File: config.mk
export PLATFORM = sky130hd
export DESIGN_NAME = mdu_top
export DESIGN_NICKNAME = d
export VERILOG_FILES = /design/src/rv_mdu_pkg.sv /design/src/mul_if.sv /design/src/div_if.sv /design/src/mul.sv /design/src/div.sv /design/src/mdu_ctrl.sv /design/src/apb_mdu_regs.sv /design/src/mdu_top.sv
export SDC_FILE = /design/constraint.sdc
export NUM_CORES = 2
export LEC_CHECK = 0
export CELL_PAD_IN_SITES_DETAIL_PLACEMENT = 0
export CELL_PAD_IN_SITES_GLOBAL_PLACEMENT = 1
export CORE_MARGIN = 5
export CORE_UTILIZATION = 35
export DETAILED_ROUTE_END_ITERATION = 10
export DONT_BUFFER_PORTS = 1
export HOLD_SLACK_MARGIN = 0.03
export PLACE_DENSITY_LB_ADDON = 0.15
export SYNTH_ARGS = -nofsm -noshare
export SYNTH_HDL_FRONTEND = slang
export SYNTH_SLANG_ARGS = --single-unit
File: constraint.sdc
create_clock -name clk -period 10.2 [get_ports clk]
set_input_delay 2.04 -clock clk [delete_from_list [all_inputs] [get_ports clk]]
set_output_delay 2.04 -clock clk [all_outputs]
set_load 0.03 [all_outputs]
File: src/rv_mdu_pkg.sv
/* Shared types and constants of the RV32M multiply/divide unit:
   data word, operation code, APB register offset, accumulator width,
   RV32M funct3 codes and the APB register map */
`default_nettype none

package rv_mdu_pkg;

    typedef logic [31:0] word_t;      // Operands, results and APB data
    typedef logic [2:0]  mdu_op_t;    // RV32M funct3
    typedef logic [4:0]  reg_addr_t;  // APB byte offset
    typedef logic [34:0] mac_t;       // 17x17 signed product plus carry room

    localparam mdu_op_t OP_MUL    = 3'd0;
    localparam mdu_op_t OP_MULH   = 3'd1;
    localparam mdu_op_t OP_MULHSU = 3'd2;
    localparam mdu_op_t OP_MULHU  = 3'd3;
    localparam mdu_op_t OP_DIV    = 3'd4;
    localparam mdu_op_t OP_DIVU   = 3'd5;
    localparam mdu_op_t OP_REM    = 3'd6;
    localparam mdu_op_t OP_REMU   = 3'd7;

    localparam reg_addr_t ADDR_OPA    = 5'h00;
    localparam reg_addr_t ADDR_OPB    = 5'h04;
    localparam reg_addr_t ADDR_CTRL   = 5'h08;  // Op in 2:0, start in bit 8
    localparam reg_addr_t ADDR_STATUS = 5'h0C;  // Busy in bit 0, done in bit 1
    localparam reg_addr_t ADDR_RESULT = 5'h10;

    localparam int CTRL_START_BIT = 8;

endpackage

`default_nettype wire

File: src/mul_if.sv
/* Link between the MDU controller and the 16x16 MAC multiplier */
`timescale 1ns/1ns
`default_nettype none

interface mul_if;

    rv_mdu_pkg::word_t first_operand;
    rv_mdu_pkg::word_t second_operand;
    logic [1:0]        signed_mode;     // Bit 0 is A signed, bit 1 is B signed
    logic              enable;
    logic              mul_low;
    logic              single_cycle;
    logic              hold;
    rv_mdu_pkg::word_t result;

    modport ctrl (
        output first_operand, second_operand, signed_mode, enable, mul_low, single_cycle,
        input  hold, result
    );

    modport unit (
        input  first_operand, second_operand, signed_mode, enable, mul_low, single_cycle,
        output hold, result
    );

endinterface

`default_nettype wire

File: src/div_if.sv
/* Link between the MDU controller and the radix-2 divider */
`timescale 1ns/1ns
`default_nettype none

interface div_if;

    rv_mdu_pkg::word_t dividend;
    rv_mdu_pkg::word_t divisor;
    logic              is_signed;
    logic              want_rem;
    logic              start;       // Operands are sampled with this pulse
    logic              busy;
    rv_mdu_pkg::word_t result;

    modport ctrl (
        output dividend, divisor, is_signed, want_rem, start,
        input  busy, result
    );

    modport unit (
        input  dividend, divisor, is_signed, want_rem, start,
        output busy, result
    );

endinterface

`default_nettype wire

File: src/mul.sv
/* Multi-cycle 16x16 multiply-accumulate multiplier
   Low words take three partial products, high words four, and small MUL
   operands use a single-cycle path */
`timescale 1ns/1ns
`default_nettype none

module mul (
    input wire  clk,
    input wire  reset_n,
    mul_if.unit m
);

    typedef enum logic [1:0] {
        ALBL,
        ALBH,
        AHBL,
        AHBH
    } mul_state_e;

    mul_state_e        state;
    mul_state_e        state_nx;
    rv_mdu_pkg::mac_t  acc_q;     // Running sum between partial products
    rv_mdu_pkg::mac_t  acc_in;
    rv_mdu_pkg::mac_t  mac;
    rv_mdu_pkg::mac_t  mac_keep;  // Value stored for the next step
    logic [15:0]       op_a;
    logic [15:0]       op_b;
    logic              sign_a;
    logic              sign_b;
    logic              signed_mult;

    assign signed_mult = |m.signed_mode;
    assign mac         = $signed({sign_a, op_a}) * $signed({sign_b, op_b}) + $signed(acc_in);
    assign m.result    = mac_keep[31:0];

    always_comb begin
        op_a     = m.first_operand[15:0];
        op_b     = m.second_operand[15:0];
        sign_a   = 1'b0;
        sign_b   = 1'b0;
        acc_in   = '0;
        mac_keep = mac;
        m.hold   = 1'b0;
        state_nx = ALBL;

        case (state)
            ALBL: begin
                // The fast path treats both operands as 16-bit values
                if (m.single_cycle && !m.enable) begin
                    sign_a = m.first_operand[15] & m.signed_mode[0];
                    sign_b = m.second_operand[15] & m.signed_mode[1];
                end
                m.hold   = m.enable;
                state_nx = m.enable ? ALBH : ALBL;
            end
            ALBH: begin
                op_b   = m.second_operand[31:16];
                sign_b = m.second_operand[31] & m.signed_mode[1];
                acc_in = {19'b0, acc_q[31:16]};
                if (m.mul_low)
                    mac_keep = {3'b0, mac[15:0], acc_q[15:0]};  // Keep AL*BL low half
                m.hold   = 1'b1;
                state_nx = AHBL;
            end
            AHBL: begin
                op_a   = m.first_operand[31:16];
                sign_a = m.first_operand[31] & m.signed_mode[0];
                if (m.mul_low) begin
                    acc_in   = {19'b0, acc_q[31:16]};
                    mac_keep = {3'b0, mac[15:0], acc_q[15:0]};
                end else begin
                    acc_in   = acc_q;
                    m.hold   = 1'b1;
                    state_nx = AHBH;
                end
            end
            default: begin
                op_a   = m.first_operand[31:16];
                op_b   = m.second_operand[31:16];
                sign_a = m.first_operand[31] & m.signed_mode[0];
                sign_b = m.second_operand[31] & m.signed_mode[1];
                // Upper half of the middle sum, extended with its own sign
                acc_in = {{17{signed_mult & acc_q[33]}}, acc_q[33:16]};
            end
        endcase
    end

    always_ff @(posedge clk) begin
        acc_q <= mac_keep;
    end

    always_ff @(posedge clk or negedge reset_n) begin
        if (!reset_n) begin
            state <= ALBL;
        end else begin
            state <= state_nx;
        end
    end

endmodule

`default_nettype wire

File: src/div.sv
/* Iterative radix-2 restoring divider for DIV, DIVU, REM and REMU
   Works on magnitudes, retires DIV_UNROLL quotient bits per cycle and
   restores the signs, with the RISC-V divide-by-zero result */
`timescale 1ns/1ns
`default_nettype none

module div #(
    parameter int DIV_UNROLL = 1
) (
    input wire  clk,
    input wire  reset_n,
    div_if.unit d
);

    localparam int STEPS = 32 / DIV_UNROLL;

    typedef enum logic [1:0] {
        IDLE,
        RUN,
        FIX
    } div_state_e;

    div_state_e        state;
    logic [5:0]        cnt;
    rv_mdu_pkg::word_t quot;       // Shifts out dividend bits, shifts in quotient bits
    rv_mdu_pkg::word_t rem;
    rv_mdu_pkg::word_t dsor;
    rv_mdu_pkg::word_t q_nx;
    rv_mdu_pkg::word_t r_nx;
    rv_mdu_pkg::word_t abs_a;
    rv_mdu_pkg::word_t abs_b;
    logic [32:0]       trial;
    logic              div_zero;
    logic              q_neg;
    logic              r_neg;
    logic              want_rem;

    assign abs_a    = (d.is_signed && d.dividend[31]) ? -d.dividend : d.dividend;
    assign abs_b    = (d.is_signed && d.divisor[31]) ? -d.divisor : d.divisor;
    assign div_zero = (d.divisor == '0);
    assign d.busy   = (state == RUN);

    // Sign restore is combinational and is read while in FIX
    assign d.result = want_rem ? (r_neg ? -rem : rem) : (q_neg ? -quot : quot);

    always_comb begin
        q_nx  = quot;
        r_nx  = rem;
        trial = '0;
        for (int i = 0; i < DIV_UNROLL; i++) begin
            trial = {r_nx, q_nx[31]} - {1'b0, dsor};
            if (!trial[32])
                r_nx = trial[31:0];
            else
                r_nx = {r_nx[30:0], q_nx[31]};
            q_nx = {q_nx[30:0], !trial[32]};
        end
    end

    always_ff @(posedge clk or negedge reset_n) begin
        if (!reset_n) begin
            state <= IDLE;
            cnt   <= '0;
        end else begin
            case (state)
                IDLE: begin
                    if (d.start) begin
                        state <= div_zero ? FIX : RUN;
                        cnt   <= 6'(STEPS - 1);
                    end
                end
                RUN: begin
                    if (cnt == '0)
                        state <= FIX;
                    cnt <= cnt - 1'b1;
                end
                default: state <= IDLE;
            endcase
        end
    end

    always_ff @(posedge clk) begin
        if (state == IDLE && d.start) begin
            dsor     <= abs_b;
            quot     <= div_zero ? '1 : abs_a;
            rem      <= div_zero ? abs_a : '0;
            q_neg    <= d.is_signed & (d.dividend[31] ^ d.divisor[31]) & !div_zero;
            r_neg    <= d.is_signed & d.dividend[31];
            want_rem <= d.want_rem;
        end else if (state == RUN) begin
            quot <= q_nx;
            rem  <= r_nx;
        end
    end

endmodule

`default_nettype wire

File: src/mdu_ctrl.sv
/* MDU controller: latches the request, decodes the operation, picks the
   fast or multi-cycle multiply or the divider and returns result and done */
`timescale 1ns/1ns
`default_nettype none

module mdu_ctrl (
    input wire                  clk,
    input wire                  reset_n,
    input wire                  start_i,
    input wire rv_mdu_pkg::mdu_op_t op_i,
    input wire rv_mdu_pkg::word_t   opa_i,
    input wire rv_mdu_pkg::word_t   opb_i,
    output logic                busy_o,
    output logic                done_o,
    output rv_mdu_pkg::word_t   result_o,
    mul_if.ctrl                 m,
    div_if.ctrl                 d
);

    typedef enum logic [1:0] {
        IDLE,
        MUL,
        DIV,
        FAST
    } ctrl_state_e;

    ctrl_state_e         state;
    rv_mdu_pkg::mdu_op_t op_q;
    rv_mdu_pkg::word_t   opa_q;
    rv_mdu_pkg::word_t   opb_q;
    logic [1:0]          sm_q;
    logic [1:0]          sm_d;
    logic                is_div;
    logic                fits_s;
    logic                fits_u;
    logic                fast;

    assign is_div = op_i inside {rv_mdu_pkg::OP_DIV, rv_mdu_pkg::OP_DIVU,
                                 rv_mdu_pkg::OP_REM, rv_mdu_pkg::OP_REMU};
    assign fits_s = (opa_i[31:15] == '0 || opa_i[31:15] == '1) &&
                    (opb_i[31:15] == '0 || opb_i[31:15] == '1);
    assign fits_u = (opa_i[31:16] == '0) && (opb_i[31:16] == '0);
    assign fast   = (op_i == rv_mdu_pkg::OP_MUL) && (fits_s || fits_u);

    always_comb begin
        case (op_i)
            rv_mdu_pkg::OP_MULH:   sm_d = 2'b11;
            rv_mdu_pkg::OP_MULHSU: sm_d = 2'b01;
            rv_mdu_pkg::OP_MULHU:  sm_d = 2'b00;
            default:               sm_d = fits_u ? 2'b00 : 2'b11;  // MUL low word
        endcase
    end

    assign busy_o = (state != IDLE);

    assign m.first_operand  = opa_q;
    assign m.second_operand = opb_q;
    assign m.signed_mode    = sm_q;
    assign m.enable         = (state == MUL);
    assign m.single_cycle   = (state == FAST);
    assign m.mul_low        = (op_q == rv_mdu_pkg::OP_MUL);

    // The divider samples its operands straight from the request cycle
    assign d.dividend  = opa_i;
    assign d.divisor   = opb_i;
    assign d.is_signed = (op_i == rv_mdu_pkg::OP_DIV) || (op_i == rv_mdu_pkg::OP_REM);
    assign d.want_rem  = (op_i == rv_mdu_pkg::OP_REM) || (op_i == rv_mdu_pkg::OP_REMU);
    assign d.start     = start_i && (state == IDLE) && is_div;

    always_ff @(posedge clk or negedge reset_n) begin
        if (!reset_n) begin
            state  <= IDLE;
            done_o <= 1'b0;
        end else begin
            done_o <= 1'b0;
            case (state)
                IDLE: begin
                    if (start_i && is_div)
                        state <= DIV;
                    else if (start_i)
                        state <= fast ? FAST : MUL;
                end
                MUL: begin
                    if (!m.hold) begin
                        state  <= IDLE;
                        done_o <= 1'b1;
                    end
                end
                DIV: begin
                    if (!d.busy) begin
                        state  <= IDLE;
                        done_o <= 1'b1;
                    end
                end
                default: begin
                    state  <= IDLE;
                    done_o <= 1'b1;
                end
            endcase
        end
    end

    always_ff @(posedge clk) begin
        if (start_i && state == IDLE) begin
            op_q  <= op_i;
            opa_q <= opa_i;
            opb_q <= opb_i;
            sm_q  <= sm_d;
        end
        if (state == FAST || (state == MUL && !m.hold))
            result_o <= m.result;
        else if (state == DIV && !d.busy)
            result_o <= d.result;
    end

endmodule

`default_nettype wire

File: src/apb_mdu_regs.sv
/* APB slave of the MDU: operand, control, status and result registers,
   start pulse generation and PSLVERR for unmapped or misaligned offsets */
`timescale 1ns/1ns
`default_nettype none

module apb_mdu_regs (
    input wire                        clk,
    input wire                        reset_n,
    input wire                        psel_i,
    input wire                        penable_i,
    input wire                        pwrite_i,
    input wire rv_mdu_pkg::reg_addr_t paddr_i,
    input wire rv_mdu_pkg::word_t     pwdata_i,
    output rv_mdu_pkg::word_t         prdata_o,
    output logic                      pready_o,
    output logic                      pslverr_o,
    output logic                      start_o,
    output rv_mdu_pkg::mdu_op_t       op_o,
    output rv_mdu_pkg::word_t         opa_o,
    output rv_mdu_pkg::word_t         opb_o,
    input wire                        busy_i,
    input wire                        done_i,
    input wire rv_mdu_pkg::word_t     result_i
);

    rv_mdu_pkg::word_t result_q;
    logic              done_q;
    logic              access;
    logic              wr;
    logic              addr_ok;
    logic              busy_all;
    logic              go;

    assign access   = psel_i & penable_i;
    assign wr       = access & pwrite_i;
    assign addr_ok  = paddr_i inside {rv_mdu_pkg::ADDR_OPA, rv_mdu_pkg::ADDR_OPB,
                                      rv_mdu_pkg::ADDR_CTRL, rv_mdu_pkg::ADDR_STATUS,
                                      rv_mdu_pkg::ADDR_RESULT};
    assign busy_all = busy_i | start_o;  // Busy shows from the start edge on
    assign go       = wr && (paddr_i == rv_mdu_pkg::ADDR_CTRL) &&
                      pwdata_i[rv_mdu_pkg::CTRL_START_BIT] && !busy_all;

    assign pready_o  = 1'b1;
    assign pslverr_o = access & !addr_ok;

    always_comb begin
        prdata_o = '0;
        if (psel_i && !pwrite_i) begin
            case (paddr_i)
                rv_mdu_pkg::ADDR_OPA:    prdata_o = opa_o;
                rv_mdu_pkg::ADDR_OPB:    prdata_o = opb_o;
                rv_mdu_pkg::ADDR_CTRL:   prdata_o = {29'b0, op_o};
                rv_mdu_pkg::ADDR_STATUS: prdata_o = {30'b0, done_q, busy_all};
                rv_mdu_pkg::ADDR_RESULT: prdata_o = result_q;
                default:                 prdata_o = '0;
            endcase
        end
    end

    always_ff @(posedge clk or negedge reset_n) begin
        if (!reset_n) begin
            start_o  <= 1'b0;
            op_o     <= '0;
            opa_o    <= '0;
            opb_o    <= '0;
            done_q   <= 1'b0;
            result_q <= '0;
        end else begin
            start_o <= go;
            if (wr && paddr_i == rv_mdu_pkg::ADDR_OPA)
                opa_o <= pwdata_i;
            if (wr && paddr_i == rv_mdu_pkg::ADDR_OPB)
                opb_o <= pwdata_i;
            if (wr && paddr_i == rv_mdu_pkg::ADDR_CTRL)
                op_o <= pwdata_i[2:0];
            if (done_i) begin
                done_q   <= 1'b1;
                result_q <= result_i;
            end
            if (go)
                done_q <= 1'b0;  // A new start clears the sticky flag
        end
    end

endmodule

`default_nettype wire

File: src/mdu_top.sv
/* Top level of the APB multiply/divide unit: register block, controller,
   multiplier and divider */
`timescale 1ns/1ns
`default_nettype none

module mdu_top #(
    parameter int DIV_UNROLL = 1
) (
    input wire                        clk,
    input wire                        reset_n,
    input wire                        psel_i,
    input wire                        penable_i,
    input wire                        pwrite_i,
    input wire rv_mdu_pkg::reg_addr_t paddr_i,
    input wire rv_mdu_pkg::word_t     pwdata_i,
    output rv_mdu_pkg::word_t         prdata_o,
    output logic                      pready_o,
    output logic                      pslverr_o
);

    logic                start;
    logic                busy;
    logic                done;
    rv_mdu_pkg::mdu_op_t op;
    rv_mdu_pkg::word_t   opa;
    rv_mdu_pkg::word_t   opb;
    rv_mdu_pkg::word_t   result;

    mul_if mul_bus ();
    div_if div_bus ();

    apb_mdu_regs u_regs (
        .clk       (clk),
        .reset_n   (reset_n),
        .psel_i    (psel_i),
        .penable_i (penable_i),
        .pwrite_i  (pwrite_i),
        .paddr_i   (paddr_i),
        .pwdata_i  (pwdata_i),
        .prdata_o  (prdata_o),
        .pready_o  (pready_o),
        .pslverr_o (pslverr_o),
        .start_o   (start),
        .op_o      (op),
        .opa_o     (opa),
        .opb_o     (opb),
        .busy_i    (busy),
        .done_i    (done),
        .result_i  (result)
    );

    mdu_ctrl u_ctrl (
        .clk      (clk),
        .reset_n  (reset_n),
        .start_i  (start),
        .op_i     (op),
        .opa_i    (opa),
        .opb_i    (opb),
        .busy_o   (busy),
        .done_o   (done),
        .result_o (result),
        .m        (mul_bus.ctrl),
        .d        (div_bus.ctrl)
    );

    mul u_mul (
        .clk     (clk),
        .reset_n (reset_n),
        .m       (mul_bus.unit)
    );

    div #(
        .DIV_UNROLL (DIV_UNROLL)
    ) u_div (
        .clk     (clk),
        .reset_n (reset_n),
        .d       (div_bus.unit)
    );

endmodule

`default_nettype wire

### After elaboration in Yosys (flattened, before gate mapping)

Cells that the tools add are included.

| cells by class | value |
|---|---|
| add/subtract/negate cells | 7 |
| multipliers | 1 |
| equality and inequality tests | 24 |
| multiplexer cells | 50 |
| bitwise operators | 13 |
| reductions and logical operators | 58 |

Operators with widths:

| cell | number |
|---|---|
| two-way mux 32 bit | 15 |
| case mux 32 bit (5 select lines) | 1 |
| negation 32 bit | 4 |
| two-way mux 35 bit | 3 |
| case mux 35 bit (3 select lines) | 1 |
| adder 35 bit | 1 |
| == test 17 bit (second input constant) | 2 |
| logical NOT 17 bit | 2 |
| multiplier 17 x 17 -> 34 bit | 1 |
| subtractor 33 x 32 -> 33 bit | 1 |
| logical NOT 16 bit | 2 |
| logical NOT 32 bit | 1 |
| two-way mux 16 bit | 2 |
| two-way mux 2 bit | 10 |
| logical AND 1 bit | 18 |
| case mux 2 bit (3 select lines) | 3 |
| == test 3 bit (second input constant) | 4 |
| case mux 6 bit (2 select lines) | 1 |
| bitwise AND 1 bit | 11 |
| == test 5 x 4 -> 1 bit (second input constant) | 2 |
| nonzero test 2 bit | 5 |
| logical NOT 1 bit | 8 |
| two-way mux 1 bit | 8 |
| OR reduction 2 bit | 4 |
| 25 further kinds | 43 |

| word-level totals | value |
|---|---|
| flip-flop bits (word level) | 349 |
| input bits | 42 |
| output and inout port bits | 34 |
| word-level logic and storage cells | 176 |

### Depth between registers and ports, before layout

| logic depth | value |
|---|---|
| depth in word-level cells | 10 |
| gate-level depth with buffers | 42 |
| gate-level depth less buffers | 40 |

### Hierarchy

From an unflattened synthesis, not the netlist that was laid out.

| unflattened totals | value |
|---|---|
| cell total of the unflattened synthesis | 3283 |
| area total of the unflattened synthesis | 32427.4 µm² |

Modules (own cells, without submodules):

| module | times used | cells each | area an instance (µm²) | sequential area each (µm²) |
|---|---|---|---|---|
| mul | 1 | 1663 | 14530.2 | 730.7 |
| div | 1 | 1013 | 8882.3 | 3173.0 |
| apb_mdu_regs | 1 | 347 | 4714.5 | 2527.4 |
| mdu_ctrl | 1 | 260 | 4300.4 | 3108.0 |

### Worst setup path after synthesis

OpenSTA, ideal clock, no wires.

| timing | value |
|---|---|
| kind | register to register |
| start | register u_mul.state[0] |
| end | register u_ctrl.result_o[27], data pin |
| library setup time | 260 ps |
| data arrival time | 8885 ps |
| required time | 9940 ps |
| setup slack | 1055 ps |
| stages on the path, launching flop included | 39 |
| buffers on the path | 2 |
| period minus slack after synthesis | 9145 ps |
| path through | dfrtp_1 inv_1 ha_1 clkbuf_1 nor2_1 clkbuf_1 mux2i_1 nor2_1 fa_1 inv_1 fa_1 fa_1 inv_1 fa_1 fa_1 inv_1 fa_1 inv_1 (+3 left out) a21oi_1 nand2_1 a21o_1 a21oi_1 o21ai_0 xnor2_1 ha_1 a21oi_1 nor2b_1 o21a_1 o21ai_0 nand2b_1 a21oi_1 o211ai_1 o211a_1 xnor2_1 mux2i_1 mux2_2 |

| on the way | value |
|---|---|
| word-level cells in the longest chain between the ends | 8 |
| elaborated cells on any way between the ends | 20 |
| classes of those cells | add/sub: 1; mul: 1; eq/ne: 2; mux: 9; reduce/logical: 7 |

RTL lines:

| what | RTL line | source |
|---|---|---|
| from (decl) | mul.sv:20 | `mul_state_e state;` |
| from (signal assigned) | mul.sv:96 | `state <= state_nx;` |
| == test 2 x 1 -> 1 bit, or another cell as far along | mul.sv:46 | `case (state)` |
| OR reduction 2 bit (no source line) | n/a |  |
| two-way mux 16 bit | mul.sv:46 |  |
| multiplier 17 x 17 -> 34 bit | mul.sv:33 | `assign mac = $signed({sign_a, op_a}) * $signed({sign_b, op_b}) + $signed(acc_in);` |
| adder 35 bit | mul.sv:33 |  |
| two-way mux 35 bit | mul.sv:60, mul.sv:68 |  |
| two-way mux 35 bit (*) | n/a |  |
| via mul_bus.result[27] | mul_if.sv:14 | `rv_mdu_pkg::word_t result;` |
| two-way mux 32 bit (*) | mdu_ctrl.sv:110 | `if (state == FAST \|\| (state == MUL && !m.hold))` |
| to (signal assigned) | mdu_ctrl.sv:111 | `result_o <= m.result;` |
| to (signal assigned) | mdu_ctrl.sv:113 | `result_o <= d.result;` |
| to (decl) | mdu_ctrl.sv:15 | `output rv_mdu_pkg::word_t result_o,` |

Mark *: on every way through the listed nets, which the timed path passes. The rest lies on a longest branch.
A chain may end at the register's enable or synchronous reset.

### Worst setup path after layout

| timing | value |
|---|---|
| start | register u_mul.state[0] |
| end | register u_ctrl.result_o[31], data pin |

| on the way | value |
|---|---|
| word-level cells in the longest chain between the ends | 8 |
| elaborated cells on any way between the ends | 20 |
| classes of those cells | add/sub: 1; mul: 1; eq/ne: 2; mux: 9; reduce/logical: 7 |

RTL lines:

| what | RTL line |
|---|---|
| == test 2 x 1 -> 1 bit, or another cell as far along | mul.sv:46 |
| OR reduction 2 bit (no source line) | n/a |
| two-way mux 16 bit | mul.sv:46 |
| multiplier 17 x 17 -> 34 bit | mul.sv:33 |
| adder 35 bit | mul.sv:33 |
| two-way mux 35 bit | mul.sv:60, mul.sv:68 |
| two-way mux 35 bit | n/a |
| two-way mux 32 bit (*) | mdu_ctrl.sv:110 |

Mark *: on every way between the ends. The rest lies on a longest branch, timed or not.

==> flow_summary_export.csv <==
group,metric,value,unit
sta,finalMaxSlewViolations,0,
worst_setup_path,cp_data_required_time,10.50,ns
worst_setup_path,cp_slowest_cell,"fa_1",
sta,tns,0,ns
grt,grt_pass1_wl,167,mm
synth,syn-num-nets,3679,
synth,ys_warn_count,0,
routing,drtPass1Iterations,6,
routing,viasPerCell,5.48,
floorplan,die_y,309,um
sta,fmax,104,MHz
routing,drt_iter0_drc,2190,
grt,track_usage,0.236,
layout,syn_to_final_growth,9.84,%
worst_setup_path,cp-end-kind,"flop",
routing,wl_met2,50.4,mm
sta,slew_headroom,0.227,
place,port_buffers,0,
cts,cts_buffer_depth,3,
synth,async_flop_share,0.328,
min_path,min_path_type,"reg2reg",
cts,cts_made_buffers,43,
floorplan,die_x,309,um
synth,ys_seq_elements,348,
grt,grt_max_degree,115,
synth,synth_commonest_cells,"423 x inv_1, 320 x nor2_1, 298 x fa_1, 289 x nand2_1, 200 x edfxtp_1",
layout,fillers,8864,
synth,synthFlopType,"edfxtp_1",
cts,clkLatencyLatePin,0.59,ns
routing,met3_length,8.80,mm
synth,synth.largest_area_cell,"edfxtp_1",
grt,overflow,0,
place,dp_hpwl,91.6,mm
routing,wirelength_met1,52.6,mm
worst_setup_path,crit_fanout,27,
run_status,outcome,"completed",
grt,grt_pass1_vias,24222,
worst_setup_path,cpPeakStageDelay,0.81,ns
cts,clk_pin_slew,0.06,ns
routing,via_count,24028,
cts,tritoncts,"done",
synth,ys_seq_area_frac,0.304,
routing,wl_per_cell,26.1,um
synth,synth_top_area_share,0.192,
place,routabilityCongestion,0.977,
routing,post-route-drc-count,0,
routing,highest_layer,"met5",
synth,yosysMostFrequentCell,"inv_1",
sta,hold_viol_final,0,
worst_setup_path,critical_path_class,"reg2reg",
floorplan,rows,109,
cts,cts_sinks,348,
worst_setup_path,r2r_slack,0.60,ns
sta,fin_crit,9.60,ns
worst_setup_path,crit_arrival,9.90,ns
worst_setup_path,start_kind,"flop",
job,maxCapViolCount,0,
sta,period_share,0.941,
cts,h-tree-depth,2,
synth,syn-instance-count,3179,
routing,antenna_left,0,
layout,drive_gt1_frac,0.109,
grt,antenna_found_initial,10,
synth,synthesis.area,31400,sq um
synth,ys_types,77,
synth,postSynthAreaPerCell,9.86,sq um
cts,cts_root_buffer,"clkbuf_16",
sta,worst_pin_slew,1.16,ns
synth,synth_edf_count,200,
synth,synth_area_leaders,"edfxtp_1 19%, fa_1 19%, dfrtp_1 9.1%",
routing,wirelength,114,mm
floorplan,ioPinCount,76,
floorplan,core_area,88600,sq um
floorplan,die_area,95700,sq um
floorplan,start_util,0.354,
layout,finalNetCount,3679,
sta,worst_clock_skew,0.0309,ns
sta,setup_viol,0,
==> timing repair <==
action,4_1_cts,5_1_grt
buffers inserted,0,2
gates resized for setup,0,10
setup endpoints to repair,0,13
hold buffers,0,0
==> cell families after synthesis <==
kind of cell | synth area share
buf+inv | 0.0652
other cells | 0.000120
compound gates | 0.116
xor+xnor | 0.0612
flops | 0.304
mux | 0.0836
fa+ha+maj | 0.254
simple gates | 0.115
==> cell type report <==
type | count | area (sq um) | share of cell area
flip-flops and latches | 348 | 9540 | 0.277
repair buffers | 68 | 518 | 0.0150
clock inverters | 19 | 233 | 0.00676
well taps | 1165 | 1460 | 0.0423
diodes | 6 | 15.0 | 0.000436
clock buffers | 61 | 1250 | 0.0362
multi-input cells | 2294 | 19800 | 0.576
inverters | 424 | 1600 | 0.0464
==> stage by stage <==
stage          setup WS [ns]  cell area (sq um)  utilization  std cells  hold slack (ns)
4_1_cts              0.00655              34400        0.388       4377            0.465
5_1_grt              -0.0186              34400        0.388       4381            0.494
2_1_floorplan           1.06              31400            -       3179            0.423
3_3_place_gp           0.113              32900        0.371       4297            0.450
6_report               0.605              34400        0.389       4385            0.470
3_5_place_dp        -0.00687              32900        0.371       4297            0.457
==> routing by layer <==
metal	up-vias	GRT usage
li1	10732	-
met1	12392	0.346
met2	783	0.364
met3	119	0.0489
met4	2	0.0491
met5	-	0
==> sequential cells by signal, summed over array words and instances, names as in the netlist <==
| register | flops |
|---|---|
| u_mul.acc_q | 34 |
| u_ctrl.m.first_operand | 32 |
| u_ctrl.m.second_operand | 32 |
| u_ctrl.result_o | 32 |
| u_div.dsor | 32 |
| u_div.quot | 32 |
| u_div.rem | 32 |
| u_regs.opa_o | 32 |
| u_regs.opb_o | 32 |
| u_regs.result_q | 32 |
| u_div.cnt | 6 |
| u_ctrl.op_q | 3 |
| u_regs.op_o | 3 |
| u_ctrl.m.signed_mode | 2 |
| u_ctrl.state | 2 |
| u_div.state | 2 |
| u_mul.state | 2 |
| u_ctrl.done_o | 1 |
| u_div.q_neg | 1 |
| u_div.r_neg | 1 |
| u_div.want_rem | 1 |
| u_regs.done_q | 1 |
| u_regs.start_o | 1 |
==> final timing paths <==
path / from / end / cells after the start
min: u_mul.acc_q[0] / u_mul.acc_q[0] / 2
max: u_mul.state[0] / u_ctrl.result_o[31] / 34
min reg2reg: u_mul.acc_q[0] / u_mul.acc_q[0] / 2
min in group asynchronous: reset_n / u_div.cnt[3] / 0
max in group asynchronous: reset_n / u_regs.result_q[5] / 0
max reg2reg: u_mul.state[0] / u_ctrl.result_o[31] / 34
==> critical path: cells and delay by family (launching register included) <==
kind / cells / cell delay (ns)
AND/OR/NAND/NOR: 6 / 0.93
multiplexers: 2 / 0.71
adder cells (fa/ha/maj): 9 / 4.68
XOR/XNOR: 2 / 0.34
buffers and inverters: 7 / 0.97
flip-flops: 1 / 0.38
AO/OA/AOI/OAI: 8 / 1.29
==> cell usage in the layout (no fill, tap or decap), types with 20 or more instances in the layout <==
cell and count:
o22ai_1 30, ha_1 160, a21oi_1 132, nand2_1 287, xnor2_1 122, mux2_2 175
dfrtp_1 114, nor3_1 22, o21a_1 33, or4_1 21, edfxtp_1 200, a31oi_1 24
nand4_1 21, buf_4 66, o31ai_1 29, xor2_1 94, inv_1 422, a22o_1 20
a21o_1 47, a22oi_1 31, clkbuf_16 45, mux2i_1 63, dfxtp_1 34, fa_1 298
nand3_1 22, o21ai_0 110, nor2_1 317, nand2b_1 27
Power is not shown: default switching activity piles up to over one toggle a cycle in this logic, so the estimate is an artifact.
